<file path="src/verilog/branchPkg.sv">
package branchPkg;

    // ************************************************************************
    // Sizes of the prediction tables
    // ************************************************************************

    localparam int BTB_ENTRIES = 32;                 // Buffer and counter entries.
    localparam int BTB_IDX_BITS = 5;                 // Index width, log2 of the entries.
    localparam int BTB_TAG_SIZE = 8;                 // Tag bits above the index.
    localparam int FETCH_OFF_BITS = 3;               // Halfwords in a 16 byte block.

    // Halfword offset inside a fetch block.
    typedef logic [FETCH_OFF_BITS-1:0] FetchOff_t;

    // ************************************************************************
    // Write ports from the backend
    // ************************************************************************

    typedef struct packed {
        logic valid;
        logic clean;                                 // Invalidate the entry.
        logic [31:0] src;                            // Byte address of the branch.
        logic [31:0] dst;                            // Byte address of the target.
        FetchOff_t fetchStartOffs;                   // Where the fetch began.
        logic isJump;
        logic isCall;
        logic compressed;
        logic multiple;                              // Earlier branch in this block.
        FetchOff_t multipleOffs;                     // Offset of the following branch.
    } BTUpdate;

    typedef struct packed {
        logic valid;
        logic [30:0] pc;                             // Halfword PC of the branch.
        logic taken;
    } CtrUpdate;

endpackage

</file>
<file path="src/verilog/predictionIf.sv">
`timescale 1ns/1ps

// One lookup result, valid in the cycle after the lookup.
interface predictionIf;

    logic found;                                     // Tag matched a valid entry.
    logic [30:0] dst;                                // Halfword target.
    branchPkg::FetchOff_t offs;                      // Offset of the branch in its block.
    logic isJump;
    logic isCall;
    logic compr;
    logic multiple;                                  // Another branch follows in the block.

    modport source (
        output found, dst, offs, isJump, isCall, compr, multiple
    );

    modport sink (
        input found, dst, offs, isJump, isCall, compr, multiple
    );

endinterface
</file>
<file path="src/verilog/branchCounters.sv">
`timescale 1ns/1ps

module branchCounters (
    input  logic clk,
    input  logic rst,
    input  logic lookupValid,
    input  logic [30:0] lookupPc,
    input  branchPkg::CtrUpdate update,
    output logic predTaken
);

    logic [1:0] counters [branchPkg::BTB_ENTRIES];
    logic [1:0] readCtr;
    logic [branchPkg::BTB_IDX_BITS-1:0] updIdx;
    logic [1:0] curCtr;

    assign updIdx = update.pc[branchPkg::BTB_IDX_BITS-1:0];
    assign curCtr = counters[updIdx];

    // ************************************************************************
    // Training with saturating 2-bit counters
    // ************************************************************************

    always_ff @(posedge clk) begin
        if (rst) begin
            for (int i = 0; i < branchPkg::BTB_ENTRIES; i++)
                counters[i] <= 2'd2;                 // Weakly taken.
        end else if (update.valid) begin
            if (update.taken) begin
                if (curCtr != 2'd3)
                    counters[updIdx] <= curCtr + 2'd1;
            end else begin
                if (curCtr != 2'd0)
                    counters[updIdx] <= curCtr - 2'd1;
            end
        end
    end

    // Read has the same one cycle latency as the buffer.
    always_ff @(posedge clk) begin
        if (lookupValid)
            readCtr <= counters[lookupPc[branchPkg::BTB_IDX_BITS-1:0]];
    end

    assign predTaken = readCtr[1];                   // Taken at 2 or 3.

endmodule

</file>
<file path="src/verilog/branchPredictUnit.sv">
`timescale 1ns/1ps

module branchPredictUnit (
    input  logic clk,
    input  logic rst,

    input  logic stall,
    input  logic redirectValid,
    input  logic [30:0] redirectPc,

    input  logic updValid,
    input  logic updClean,
    input  logic [31:0] updSrc,
    input  logic [31:0] updDst,
    input  branchPkg::FetchOff_t updFetchStartOffs,
    input  logic updIsJump,
    input  logic updIsCall,
    input  logic updCompressed,
    input  logic updMultiple,
    input  branchPkg::FetchOff_t updMultipleOffs,

    input  logic ctrValid,
    input  logic [30:0] ctrPc,
    input  logic ctrTaken,

    output logic fetchValid,
    output logic [30:0] fetchPc,
    output logic predTaken,
    output logic [30:0] predDst,
    output logic predFound,
    output logic predIsCall,
    output logic predCompr
);

    branchPkg::BTUpdate btUpdate;
    branchPkg::CtrUpdate ctrUpdate;
    logic lookupValid;
    logic [30:0] lookupPc;
    logic counterTaken;

    predictionIf predIf ();

    // ************************************************************************
    // Pack the backend ports
    // ************************************************************************

    always_comb begin
        btUpdate.valid = updValid;
        btUpdate.clean = updClean;
        btUpdate.src = updSrc;
        btUpdate.dst = updDst;
        btUpdate.fetchStartOffs = updFetchStartOffs;
        btUpdate.isJump = updIsJump;
        btUpdate.isCall = updIsCall;
        btUpdate.compressed = updCompressed;
        btUpdate.multiple = updMultiple;
        btUpdate.multipleOffs = updMultipleOffs;
    end

    assign ctrUpdate = '{valid: ctrValid, pc: ctrPc, taken: ctrTaken};

    branchTargetBuffer btb_i (
        .clk(clk), .rst(rst),
        .lookupValid(lookupValid), .lookupPc(lookupPc),
        .update(btUpdate), .pred(predIf.source)
    );

    branchCounters ctrs_i (
        .clk(clk), .rst(rst),
        .lookupValid(lookupValid), .lookupPc(lookupPc),
        .update(ctrUpdate), .predTaken(counterTaken)
    );

    fetchSequencer seq_i (
        .clk(clk), .rst(rst), .stall(stall),
        .redirectValid(redirectValid), .redirectPc(redirectPc),
        .pred(predIf.sink), .predTaken(counterTaken),
        .lookupValid(lookupValid), .lookupPc(lookupPc),
        .fetchValid(fetchValid), .fetchPc(fetchPc), .taken(predTaken)
    );

    assign predDst = predIf.dst;                     // Prediction for the current fetch.
    assign predFound = predIf.found;
    assign predIsCall = predIf.isCall;
    assign predCompr = predIf.compr;

endmodule

</file>
<file path="src/verilog/branchTargetBuffer.sv">
`timescale 1ns/1ps

module branchTargetBuffer (
    input  logic clk,
    input  logic rst,
    input  logic lookupValid,
    input  logic [30:0] lookupPc,
    input  branchPkg::BTUpdate update,
    predictionIf.source pred
);

    typedef struct packed {
        logic isJump;
        logic isCall;
        logic compr;
        logic [30:0] dst;
        logic [branchPkg::BTB_TAG_SIZE-1:0] tag;
        branchPkg::FetchOff_t offs;
    } BtbEntry_t;

    BtbEntry_t entries [branchPkg::BTB_ENTRIES];
    logic [branchPkg::BTB_ENTRIES-1:0] validBits;
    logic [branchPkg::BTB_ENTRIES-1:0] multipleBits;

    BtbEntry_t readEntry;
    logic readValid;
    logic readMultiple;
    logic [30:0] readPc;

    logic [branchPkg::BTB_IDX_BITS-1:0] lookupIdx;
    logic [branchPkg::BTB_IDX_BITS-1:0] baseIdx;
    logic [branchPkg::BTB_IDX_BITS-1:0] writeIdx;
    BtbEntry_t newEntry;

    // ************************************************************************
    // Lookup, tag check after the read register
    // ************************************************************************

    assign lookupIdx = lookupPc[branchPkg::BTB_IDX_BITS-1:0];

    always_ff @(posedge clk) begin
        if (lookupValid) begin
            readEntry <= entries[lookupIdx];         // Plain synchronous read.
            readPc <= lookupPc;
        end
    end

    always_ff @(posedge clk) begin
        if (rst) begin
            readValid <= 1'b0;
            readMultiple <= 1'b0;
        end else if (lookupValid) begin
            readValid <= validBits[lookupIdx];
            readMultiple <= multipleBits[lookupIdx];
        end
    end

    always_comb begin
        pred.found = 1'b0;
        pred.dst = '0;
        pred.offs = '0;
        pred.isJump = 1'b0;
        pred.isCall = 1'b0;
        pred.compr = 1'b0;
        pred.multiple = 1'b0;
        if (readValid &&
            readEntry.tag == readPc[branchPkg::BTB_IDX_BITS +: branchPkg::BTB_TAG_SIZE]) begin
            pred.found = 1'b1;
            pred.dst = readEntry.dst;
            pred.offs = readEntry.offs;
            pred.isJump = readEntry.isJump;
            pred.isCall = readEntry.isCall;
            pred.compr = readEntry.compr;
            pred.multiple = readMultiple;
        end
    end

    // ************************************************************************
    // Update from the backend
    // ************************************************************************

    always_comb begin
        baseIdx = {update.src[branchPkg::BTB_IDX_BITS:branchPkg::FETCH_OFF_BITS+1],
                   update.fetchStartOffs};
        writeIdx = baseIdx;
        if (update.multiple)
            writeIdx[branchPkg::FETCH_OFF_BITS-1:0] = update.multipleOffs; // Next branch slot.
    end

    always_comb begin
        newEntry.isJump = update.isJump;
        newEntry.isCall = update.isCall;
        newEntry.compr = update.compressed;
        newEntry.dst = update.dst[31:1];
        newEntry.tag = update.src[branchPkg::BTB_IDX_BITS+1 +: branchPkg::BTB_TAG_SIZE];
        newEntry.offs = update.src[1 +: branchPkg::FETCH_OFF_BITS];
    end

    always_ff @(posedge clk) begin
        if (update.valid && !update.clean)
            entries[writeIdx] <= newEntry;
    end

    always_ff @(posedge clk) begin
        if (rst) begin
            validBits <= '0;
            multipleBits <= '0;
        end else if (update.valid) begin
            if (update.clean) begin
                validBits[baseIdx] <= 1'b0;
            end else begin
                if (update.multiple)
                    multipleBits[baseIdx] <= 1'b1;   // Earlier branch ends the block.
                validBits[writeIdx] <= 1'b1;
                multipleBits[writeIdx] <= 1'b0;
            end
        end
    end

endmodule

</file>
<file path="src/verilog/fetchSequencer.sv">
`timescale 1ns/1ps

module fetchSequencer (
    input  logic clk,
    input  logic rst,
    input  logic stall,
    input  logic redirectValid,
    input  logic [30:0] redirectPc,
    predictionIf.sink pred,
    input  logic predTaken,
    output logic lookupValid,
    output logic [30:0] lookupPc,
    output logic fetchValid,
    output logic [30:0] fetchPc,
    output logic taken
);

    logic running;
    logic pendRedirect;                              // Redirect arrived during a stall.
    logic [30:0] lastPc;
    logic [30-branchPkg::FETCH_OFF_BITS:0] nextBlock;
    logic [branchPkg::FETCH_OFF_BITS:0] branchEnd;
    logic [30:0] nextPc;

    assign taken = pred.found && (pred.isJump || predTaken);
    assign nextBlock = lastPc[30:branchPkg::FETCH_OFF_BITS] + 1'b1;
    assign branchEnd = {1'b0, pred.offs} + (pred.compr ? 4'd1 : 4'd2);

    // ************************************************************************
    // Next PC from the previous lookup
    // ************************************************************************

    always_comb begin
        nextPc = {nextBlock, {branchPkg::FETCH_OFF_BITS{1'b0}}};    // Sequential block.
        if (taken)
            nextPc = pred.dst;
        else if (pred.found && pred.multiple && !branchEnd[branchPkg::FETCH_OFF_BITS])
            nextPc = {lastPc[30:branchPkg::FETCH_OFF_BITS],
                      branchEnd[branchPkg::FETCH_OFF_BITS-1:0]};   // Rest of the block.
    end

    assign lookupValid = !stall && (redirectValid || running);
    assign lookupPc = redirectValid ? redirectPc : (pendRedirect ? lastPc : nextPc);

    always_ff @(posedge clk) begin
        if (rst) begin
            running <= 1'b0;
            pendRedirect <= 1'b0;
            lastPc <= '0;
            fetchValid <= 1'b0;
        end else begin
            fetchValid <= lookupValid;
            if (redirectValid)
                running <= 1'b1;
            if (lookupValid) begin
                lastPc <= lookupPc;
                pendRedirect <= 1'b0;
            end else if (redirectValid) begin
                lastPc <= redirectPc;                // Issued once the stall ends.
                pendRedirect <= 1'b1;
            end
        end
    end

    always_ff @(posedge clk) begin
        if (lookupValid)
            fetchPc <= lookupPc;
    end

endmodule

</file>
<file path="config.mk">
export PLATFORM = sky130hd
export DESIGN_NAME = branchPredictUnit
export DESIGN_NICKNAME = d
export VERILOG_FILES = /design/src/verilog/branchPkg.sv /design/src/verilog/predictionIf.sv /design/src/verilog/branchCounters.sv /design/src/verilog/branchPredictUnit.sv /design/src/verilog/branchTargetBuffer.sv /design/src/verilog/fetchSequencer.sv
export SDC_FILE = /design/constraint.sdc
export NUM_CORES = 2
export LEC_CHECK = 0
export BUFFER_PORTS_ARGS = -buffer_cell sky130_fd_sc_hd__buf_2
export CORE_ASPECT_RATIO = 0.7
export CORE_MARGIN = 10
export CORE_UTILIZATION = 35
export CTS_CLUSTER_DIAMETER = 80
export DETAILED_ROUTE_END_ITERATION = 6
export GPL_TIMING_DRIVEN = 0
export SETUP_SLACK_MARGIN = 0.2
export SLEW_MARGIN = 30
export SYNTH_ARGS = -nofsm -noshare
export SYNTH_HDL_FRONTEND = slang
export SYNTH_SLANG_ARGS = --single-unit
export TNS_END_PERCENT = 10
</file>
<file path="constraint.sdc">
create_clock -name clk -period 9.6 [get_ports clk]
set_clock_uncertainty 0.05 [all_clocks]
set_input_delay 0 -clock clk [delete_from_list [all_inputs] [get_ports clk]]
set_output_delay 0 -clock clk [all_outputs]
set_load 0.01 [all_outputs]
</file>
=== Word level (Yosys, flattened, before mapping) ===
Memories as Yosys holds them, arrays and structs flattened. A register that Yosys moved wholly into a read port is not among the register bits.
Index checks and enable logic that the tools add are counted.

* Eq/ne operators: 2
* Multiplexer cells: 46
* $add $sub $neg: 4
* Bitwise operators: 8
* Order comparisons: 5
* Reductions and logical operators: 18

{| class="wikitable"
|+ Operators with widths
! cell !! count
|-
| 2-to-1 mux 31 bit || 7
|-
| 2-to-1 mux 32 bit || 5
|-
| AND 32 bit || 2
|-
| NOT 32 bit || 2
|-
| bitwise OR 32 bit || 2
|-
| adder 28 x 1 -> 28 bit, second input constant || 1
|-
| 2-to-1 mux 1 bit || 24
|-
| less-than comparator 5 x 6 -> 1 bit, second input constant || 3
|-
| binary-select mux 1 bit (select 5 bit) || 2
|-
| demux 1 bit (select 5 bit) || 2
|-
| >= comparator 5 x 1 -> 1 bit, second input constant || 2
|-
| == test 8 bit || 1
|-
| logical AND 1 bit || 8
|-
| 2-to-1 mux 2 bit || 3
|-
| 2-to-1 mux 3 bit || 2
|-
| 2-to-1 mux 5 bit || 1
|-
| adder 3 x 4 -> 4 bit || 1
|-
| nonzero test 2 bit || 2
|-
| OR reduction 2 bit || 2
|-
| zero test 1 bit || 3
|-
| adder 2 x 1 -> 2 bit, second input constant || 1
|-
| logical OR 1 bit || 2
|-
| != test 2 bit, second input constant || 1
|-
| AND reduction 2 bit || 1
|-
| 3 further kinds || 3
|}

* Logic and storage cells: 94
* Output and inout port bits: 67
* Bits of input ports: 144
* Memories: 2
* Bits in writable memories: 1504
* Register bits after elaboration: 131

{| class="wikitable"
|+ Memory list
! name !! words !! bits a word !! read ports !! clocked after memory_dff !! write ports !! RTL line !! text
|-
| btb_i.entries || 32 || 45 || 1 || 1 || 1 || branchTargetBuffer.sv:21 || <nowiki>BtbEntry_t entries [branchPkg::BTB_ENTRIES];</nowiki>
|-
| ctrs_i.counters || 32 || 2 || 2 || 1 || 32 || branchCounters.sv:12 || <nowiki>logic [1:0] counters [branchPkg::BTB_ENTRIES];</nowiki>
|}

=== Depth between registers and ports, before layout ===
* Depth in word-level cells: 13
* Gate-level depth with buffers: 22
* Mapped depth without buffers: 18

=== By module ===
A second synthesis with hierarchy kept.

* Cells, all modules: 3399
* Area total of the unflattened synthesis: 67820.0 um2

{| class="wikitable"
|+ Modules (own cells, without submodules)
! module !! area each (um2) !! cells each !! seq. area each (um2) !! instances
|-
| branchTargetBuffer || 59417.0 || 2526 || 46154.3 || 1
|-
| fetchSequencer || 4403.0 || 533 || 1611.5 || 1
|-
| branchCounters || 4000.1 || 340 || 1951.9 || 1
|}

=== Least setup slack after synthesis ===
Ideal clock, no wire load.

* Path kind: reg-to-reg
* Start: register btb_i.readPc[10]
* End: register, netlist name btb_i.readEntry[41]
* Period minus slack after synthesis: 4709 ps
* Path buffers: 6
* Slack: 4891 ps
* Data arrival time: 4483 ps
* Stages on the path, launching flop included: 22
* Cell sequence: edfxtp_1 xnor2_1 nand3_1 or3_4 inv_4 clkbuf_1 clkbuf_1 nand2_1 inv_1 ha_1 fa_1 nand2_1 o21ai_0 a31oi_1 buf_2 buf_2 buf_2 buf_1 nand2_1 a31oi_1 a211oi_1 nor4_1

* Elaborated cells between the ends (all ways): 19

{| class="wikitable"
|+ RTL lines
! item !! RTL line !! text
|-
| start, declared || branchTargetBuffer.sv:28 || <nowiki>logic [30:0] readPc;</nowiki>
|-
| start signal, assigned || branchTargetBuffer.sv:44 || <nowiki>readPc <= lookupPc;</nowiki>
|-
| == test 8 bit * || branchTargetBuffer.sv:67 || <nowiki>readEntry.tag == readPc[branchPkg::BTB_IDX_BITS +: branchPkg::BTB_TAG_SIZE]) begin</nowiki>
|-
| logical AND 1 bit * || branchTargetBuffer.sv:66 || <nowiki>if (readValid &&</nowiki>
|-
| 2-to-1 mux 1 bit * || branchTargetBuffer.sv:66 ||
|-
| net predFound || branchPredictUnit.sv:30 || <nowiki>output logic predFound,</nowiki>
|-
| logical AND 1 bit (2 in a row) || fetchSequencer.sv:37 || <nowiki>else if (pred.found && pred.multiple && !branchEnd[branchPkg::FETCH_OFF_BITS])</nowiki>
|-
| 2-to-1 mux 31 bit || fetchSequencer.sv:37 ||
|-
| 2-to-1 mux 31 bit * || fetchSequencer.sv:35 || <nowiki>if (taken)</nowiki>
|-
| 2-to-1 mux 31 bit * (2 in a row) || fetchSequencer.sv:43 || <nowiki>assign lookupPc = redirectValid ? redirectPc : (pendRedirect ? lastPc : nextPc);</nowiki>
|}

Mark *: on every way through the listed nets, which the timed path passes. The rest lies on a longest branch.
A chain may end at the register's enable or synchronous reset.

=== Worst setup path in the final report ===
* Start: register btb_i.readPc[11]
* End: register, netlist name btb_i.readEntry[44]

* Cells in the longest elaborated chain, start to end: 11
* Elaborated cells between the ends (all ways): 19

{| class="wikitable"
|+ RTL lines
! item !! RTL line !! text
|-
| == test 8 bit * || branchTargetBuffer.sv:67 ||
|-
| logical AND 1 bit * || branchTargetBuffer.sv:66 ||
|-
| 2-to-1 mux 1 bit || branchTargetBuffer.sv:66 ||
|-
| 2-to-1 mux 2 bit || fetchSequencer.sv:27 || <nowiki>assign branchEnd = {1'b0, pred.offs} + (pred.compr ? 4'd1 : 4'd2);</nowiki>
|-
| adder 3 x 4 -> 4 bit || fetchSequencer.sv:27 ||
|-
| zero test 1 bit || fetchSequencer.sv:37 ||
|-
| logical AND 1 bit || fetchSequencer.sv:37 ||
|-
| 2-to-1 mux 31 bit || fetchSequencer.sv:37 ||
|-
| 2-to-1 mux 31 bit * || fetchSequencer.sv:35 ||
|-
| 2-to-1 mux 31 bit * (2 in a row) || fetchSequencer.sv:43 ||
|}

Mark *: on every way between the ends. The rest lies on a longest branch, timed or not.

==> impl_metrics.yaml <==
outcome:
  status: "finished clean"
logic_synthesis:
  synth_nets: 5591
  syn-cell-area_mm2: 0.0685
  yosys.area.top_type_share_pct: 69.3
  yosys.area.top_type: "edfxtp_1"
  yosysWarnings: 0
  synthCells: 5443
  synth-edff-count: 1581
  async_reset_ff_share_pct: 0
  synth_area_leaders: "edfxtp_1 (69%), nand2_1 (9.1%), and3_1 (3.0%), a311oi_1 (3.0%), dfxtp_1 (2.9%)"
  synthFlopType: "edfxtp_1"
  synth_area_per_cell_um2: 12.6
  ys_seq_area_share_pct: 72.2
  netlist-cell-type-count: 76
  ys_ff_latch: 1681
final_layout:
  areaGrowthSynthToFinish_pct: 19.3
  fillerInstances: 17700
  nNetsFinal: 6137
  final_common_cell: "nand2_1"
  drive_gt1_share_pct: 11.8
  final_cell_mix: "nand2_1 (1653), edfxtp_1 (1581), and3_1 (329)"
  multi_input_area_mm2: 0.0178
  design_area_mm2: 0.0818
  final_util_pct: 42.1
  ff_latch_area_mm2: 0.0495
global_routing:
  grt_first_pass_wirelength_um: 352000
  grt_max_degree: 40
  grt_use_total_pct: 22.7
  antenna_found_initial: 28
  grt_overflow: 0
  grt_pass1_vias: 46500
floorplanning:
  chipWidth_um: 549
  start_util_pct: 35.3
  die_height_um: 390
  dieArea_mm2: 0.214
  io_pins: 211
  row_count: 135
  coreArea_mm2: 0.194
cts:
  numClockSinks: 1681
  cts_tree: "built"
  clkTransAtPathRegs_ns: 0.07
  htree_levels: 4
  cts_inserted_buffers: 161
  root_buffer: "clkbuf_16"
  clk_latency_ns: 0.82
  cts_resized: 0
  clockBufferDepth: 4
power:
  clock_power_share_pct: 39.3
  share_seq_of_total_power_pct: 51.3
  power.density_mw_per_mm2: 196
  p_int_mw: 12.0
  finalPower_mw: 16.0
  p_sw_mw: 4.03
  ir_worst_vdd_uv: 139
  combPwrFrac_pct: 9.4
  p_sw_share_pct: 25.2
  p_leak_nw: 27.9
place:
  place_area_mm2: 0.0756
  gp_congestion: 0.981
  io_buffers: 163
  dpl.hpwl_um: 184000
routing:
  num_vias: 50400
  dr.pass1.iters: 7
  routed_wl_um: 254000
  drtIter0Drc: 8144
  post_drt_via_cell_ratio: 5.77
  detail_route.wl_per_cell_um: 29.1
  antenna_left: 0
  route.detailed.drc: 0
run:
  maxCapViolCount: 0
setup_path:
  worst_setup_path_start_kind: "register"
  cp.required_ns: 9.96
  worst_r2r_endpoint: "btb_i.readEntry[44]"
  r2r_slack_ns: 0.28
  cp-startpoint: "btb_i.readPc[11]"
  rr_startpoint: "btb_i.readPc[11]"
  critPathMaxFanout: 10
  critical_path_class: "reg2reg"
  rr_worst_depth: 21
  worstPathArrival_ns: 9.68
  endpoint: "btb_i.readEntry[44]"
  crit_path_end_kind: "register"
timing:
  maxSlewHeadroom_pct: 19.1
  hold_viol_final: 0
  period_share_pct: 97.1
  tightest_slew_ns: 1.20
  grt_setup_unrepaired: "no"
  period_minus_slack_ns: 9.32
  finalSetupViolCount: 0
  clock.fmax_mhz: 107
  slew_viol_final: 0
hold_path:
  hp-class: "in2reg"
[cells in the mapped netlist (3+ instances only)]
| library cell | instances |
|---|---|
| nand2_1 | 1655 |
| edfxtp_1 | 1581 |
| and3_1 | 329 |
| clkbuf_1 | 262 |
| a311oi_1 | 231 |
| nor2_1 | 169 |
| a211oi_1 | 164 |
| a31oi_1 | 152 |
| nand3_1 | 120 |
| a21oi_1 | 106 |
| buf_2 | 103 |
| dfxtp_1 | 100 |
| o21ai_0 | 66 |
| nor4_1 | 51 |
| and2_1 | 50 |
| nor3_1 | 46 |
| buf_1 | 24 |
| a21o_1 | 16 |
| inv_1 | 16 |
| mux4_2 | 16 |
| nand4_1 | 16 |
| o22ai_1 | 16 |
| a22oi_1 | 15 |
| xnor2_1 | 11 |
| nand2b_1 | 8 |
| nor2b_1 | 8 |
| o211a_1 | 8 |
| o221ai_1 | 8 |
| a221oi_1 | 6 |
| nand3b_1 | 6 |
| o22a_1 | 6 |
| a2111oi_0 | 5 |
| a22o_1 | 4 |
| o21a_1 | 4 |
| o31ai_1 | 4 |
| buf_4 | 3 |
| ha_1 | 3 |
| nor3b_1 | 3 |
| o21ai_1 | 3 |
| or2_2 | 3 |
[area by class of cell]
cell class                 count  share of cell area [%]
antenna                       16                  0.0490
buffer                       392                    2.03
clock buffer                 199                    5.13
clock inverter                79                   0.933
inverter                      21                  0.0995
multi-input combinational   3349                    21.7
sequential                  1681                    60.5
tap                         2603                    3.98
timing repair buffer         383                    5.54
[registers in the layout, summed over array words and instances, names as in the netlist]
signal and count:
btb_i.validBits 32, btb_i.readValid 1, btb_i.multipleBits 32, btb_i.entries 1440
seq_i.pendRedirect 1, seq_i.fetchValid 1, btb_i.readEntry 45, btb_i.readMultiple 1
btb_i.readPc 31, seq_i.lastPc 31, ctrs_i.readCtr 1, ctrs_i.counters 64
seq_i.running 1
[routing by layer]
metal  up-vias  GRT usage [%]  share of wire, %
met1     25000           32.9                42
li1      21300              -                 -
met3       450           9.38                16
met5         -              0             0.043
met4        16           6.75               3.3
met2      3517           30.6                40
[how the worst min path moves through the flow]
stage	from	endpoint	slack, ns	cells past startpoint
finish	redirectPc[22]	btb_i.readPc[22]	0.03	4
global route	redirectPc[17]	seq_i.lastPc[17]	0.06	4
CTS	redirectPc[17]	seq_i.lastPc[17]	0.002	4
detailed placement	redirectPc[13]	seq_i.lastPc[13]	0.21	2
global placement	redirectPc[12]	seq_i.lastPc[12]	0.20	2
floorplan	updSrc[1]	btb_i.entries[0][0]	0.05	0
[kinds of logic (layout without fill, tap and decap cells)]
logic type,count (synthesis),count (layout),share of synthesized area [%]
and+or+nand+nor,2480,2480,15.8
DFF,1681,1681,72.2
AOI/OAI and AO/OA,832,832,8.74
buffers and inverters,413,1074,2.47
muxes,20,20,0.591
xor gates and xnor gates,13,13,0.166
adders and majority gates,4,4,0.0840
other,0,16,0
[power groups by stage]
stage | Clock (mW) | Sequential, mW | Combinational, mW
global placement | 0 | 8.36 | 1.33
global route | 6.60 | 8.21 | 1.55
CTS | 6.31 | 8.20 | 1.45
detailed placement | 0 | 8.36 | 1.40
floorplan | 0 | 8.32 | 0.641
finish | 6.29 | 8.21 | 1.50
[through the flow]
step | setup WS [ns] | setup TNS, ns | hold WS [ns] | std cells
6_report | 0.276 | 0 | 0.0305 | 8723
5_1_grt | 0.413 | 0 | 0.0649 | 8707
4_1_cts | 0.724 | 0 | 0.00240 | 8706
3_5_place_dp | 0.813 | 0 | 0.211 | 8313
3_3_place_gp | -0.0226 | -0.0226 | 0.198 | 8209
2_1_floorplan | 4.89 | 0 | 0.0489 | 5443
[worst max-delay path, stage by stage (launching register included)]
cell and delay [ns]:
edfxtp_1 0.46, xnor2_1 0.20, nand4_1 0.29, or3_4 0.50, inv_4 0.16, clkbuf_1 0.49, clkbuf_1 0.59, nand2_1 0.25
inv_1 0.25, ha_1 0.25, fa_1 0.46, nand2_1 0.07, o21ai_0 0.17, a31oi_1 0.52, buf_2 0.52, buf_2 0.61
buf_2 0.76, buf_2 0.63, nand2_1 0.13, a31oi_1 0.31, a211oi_1 0.17, nor4_1 1.01
[what timing repair did]
action,4_1_cts,5_1_grt
hold buffers,115,0
setup buffers,0,0
endpoints found under the hold margin,1665,0
(Power assumes the default switching activity.)
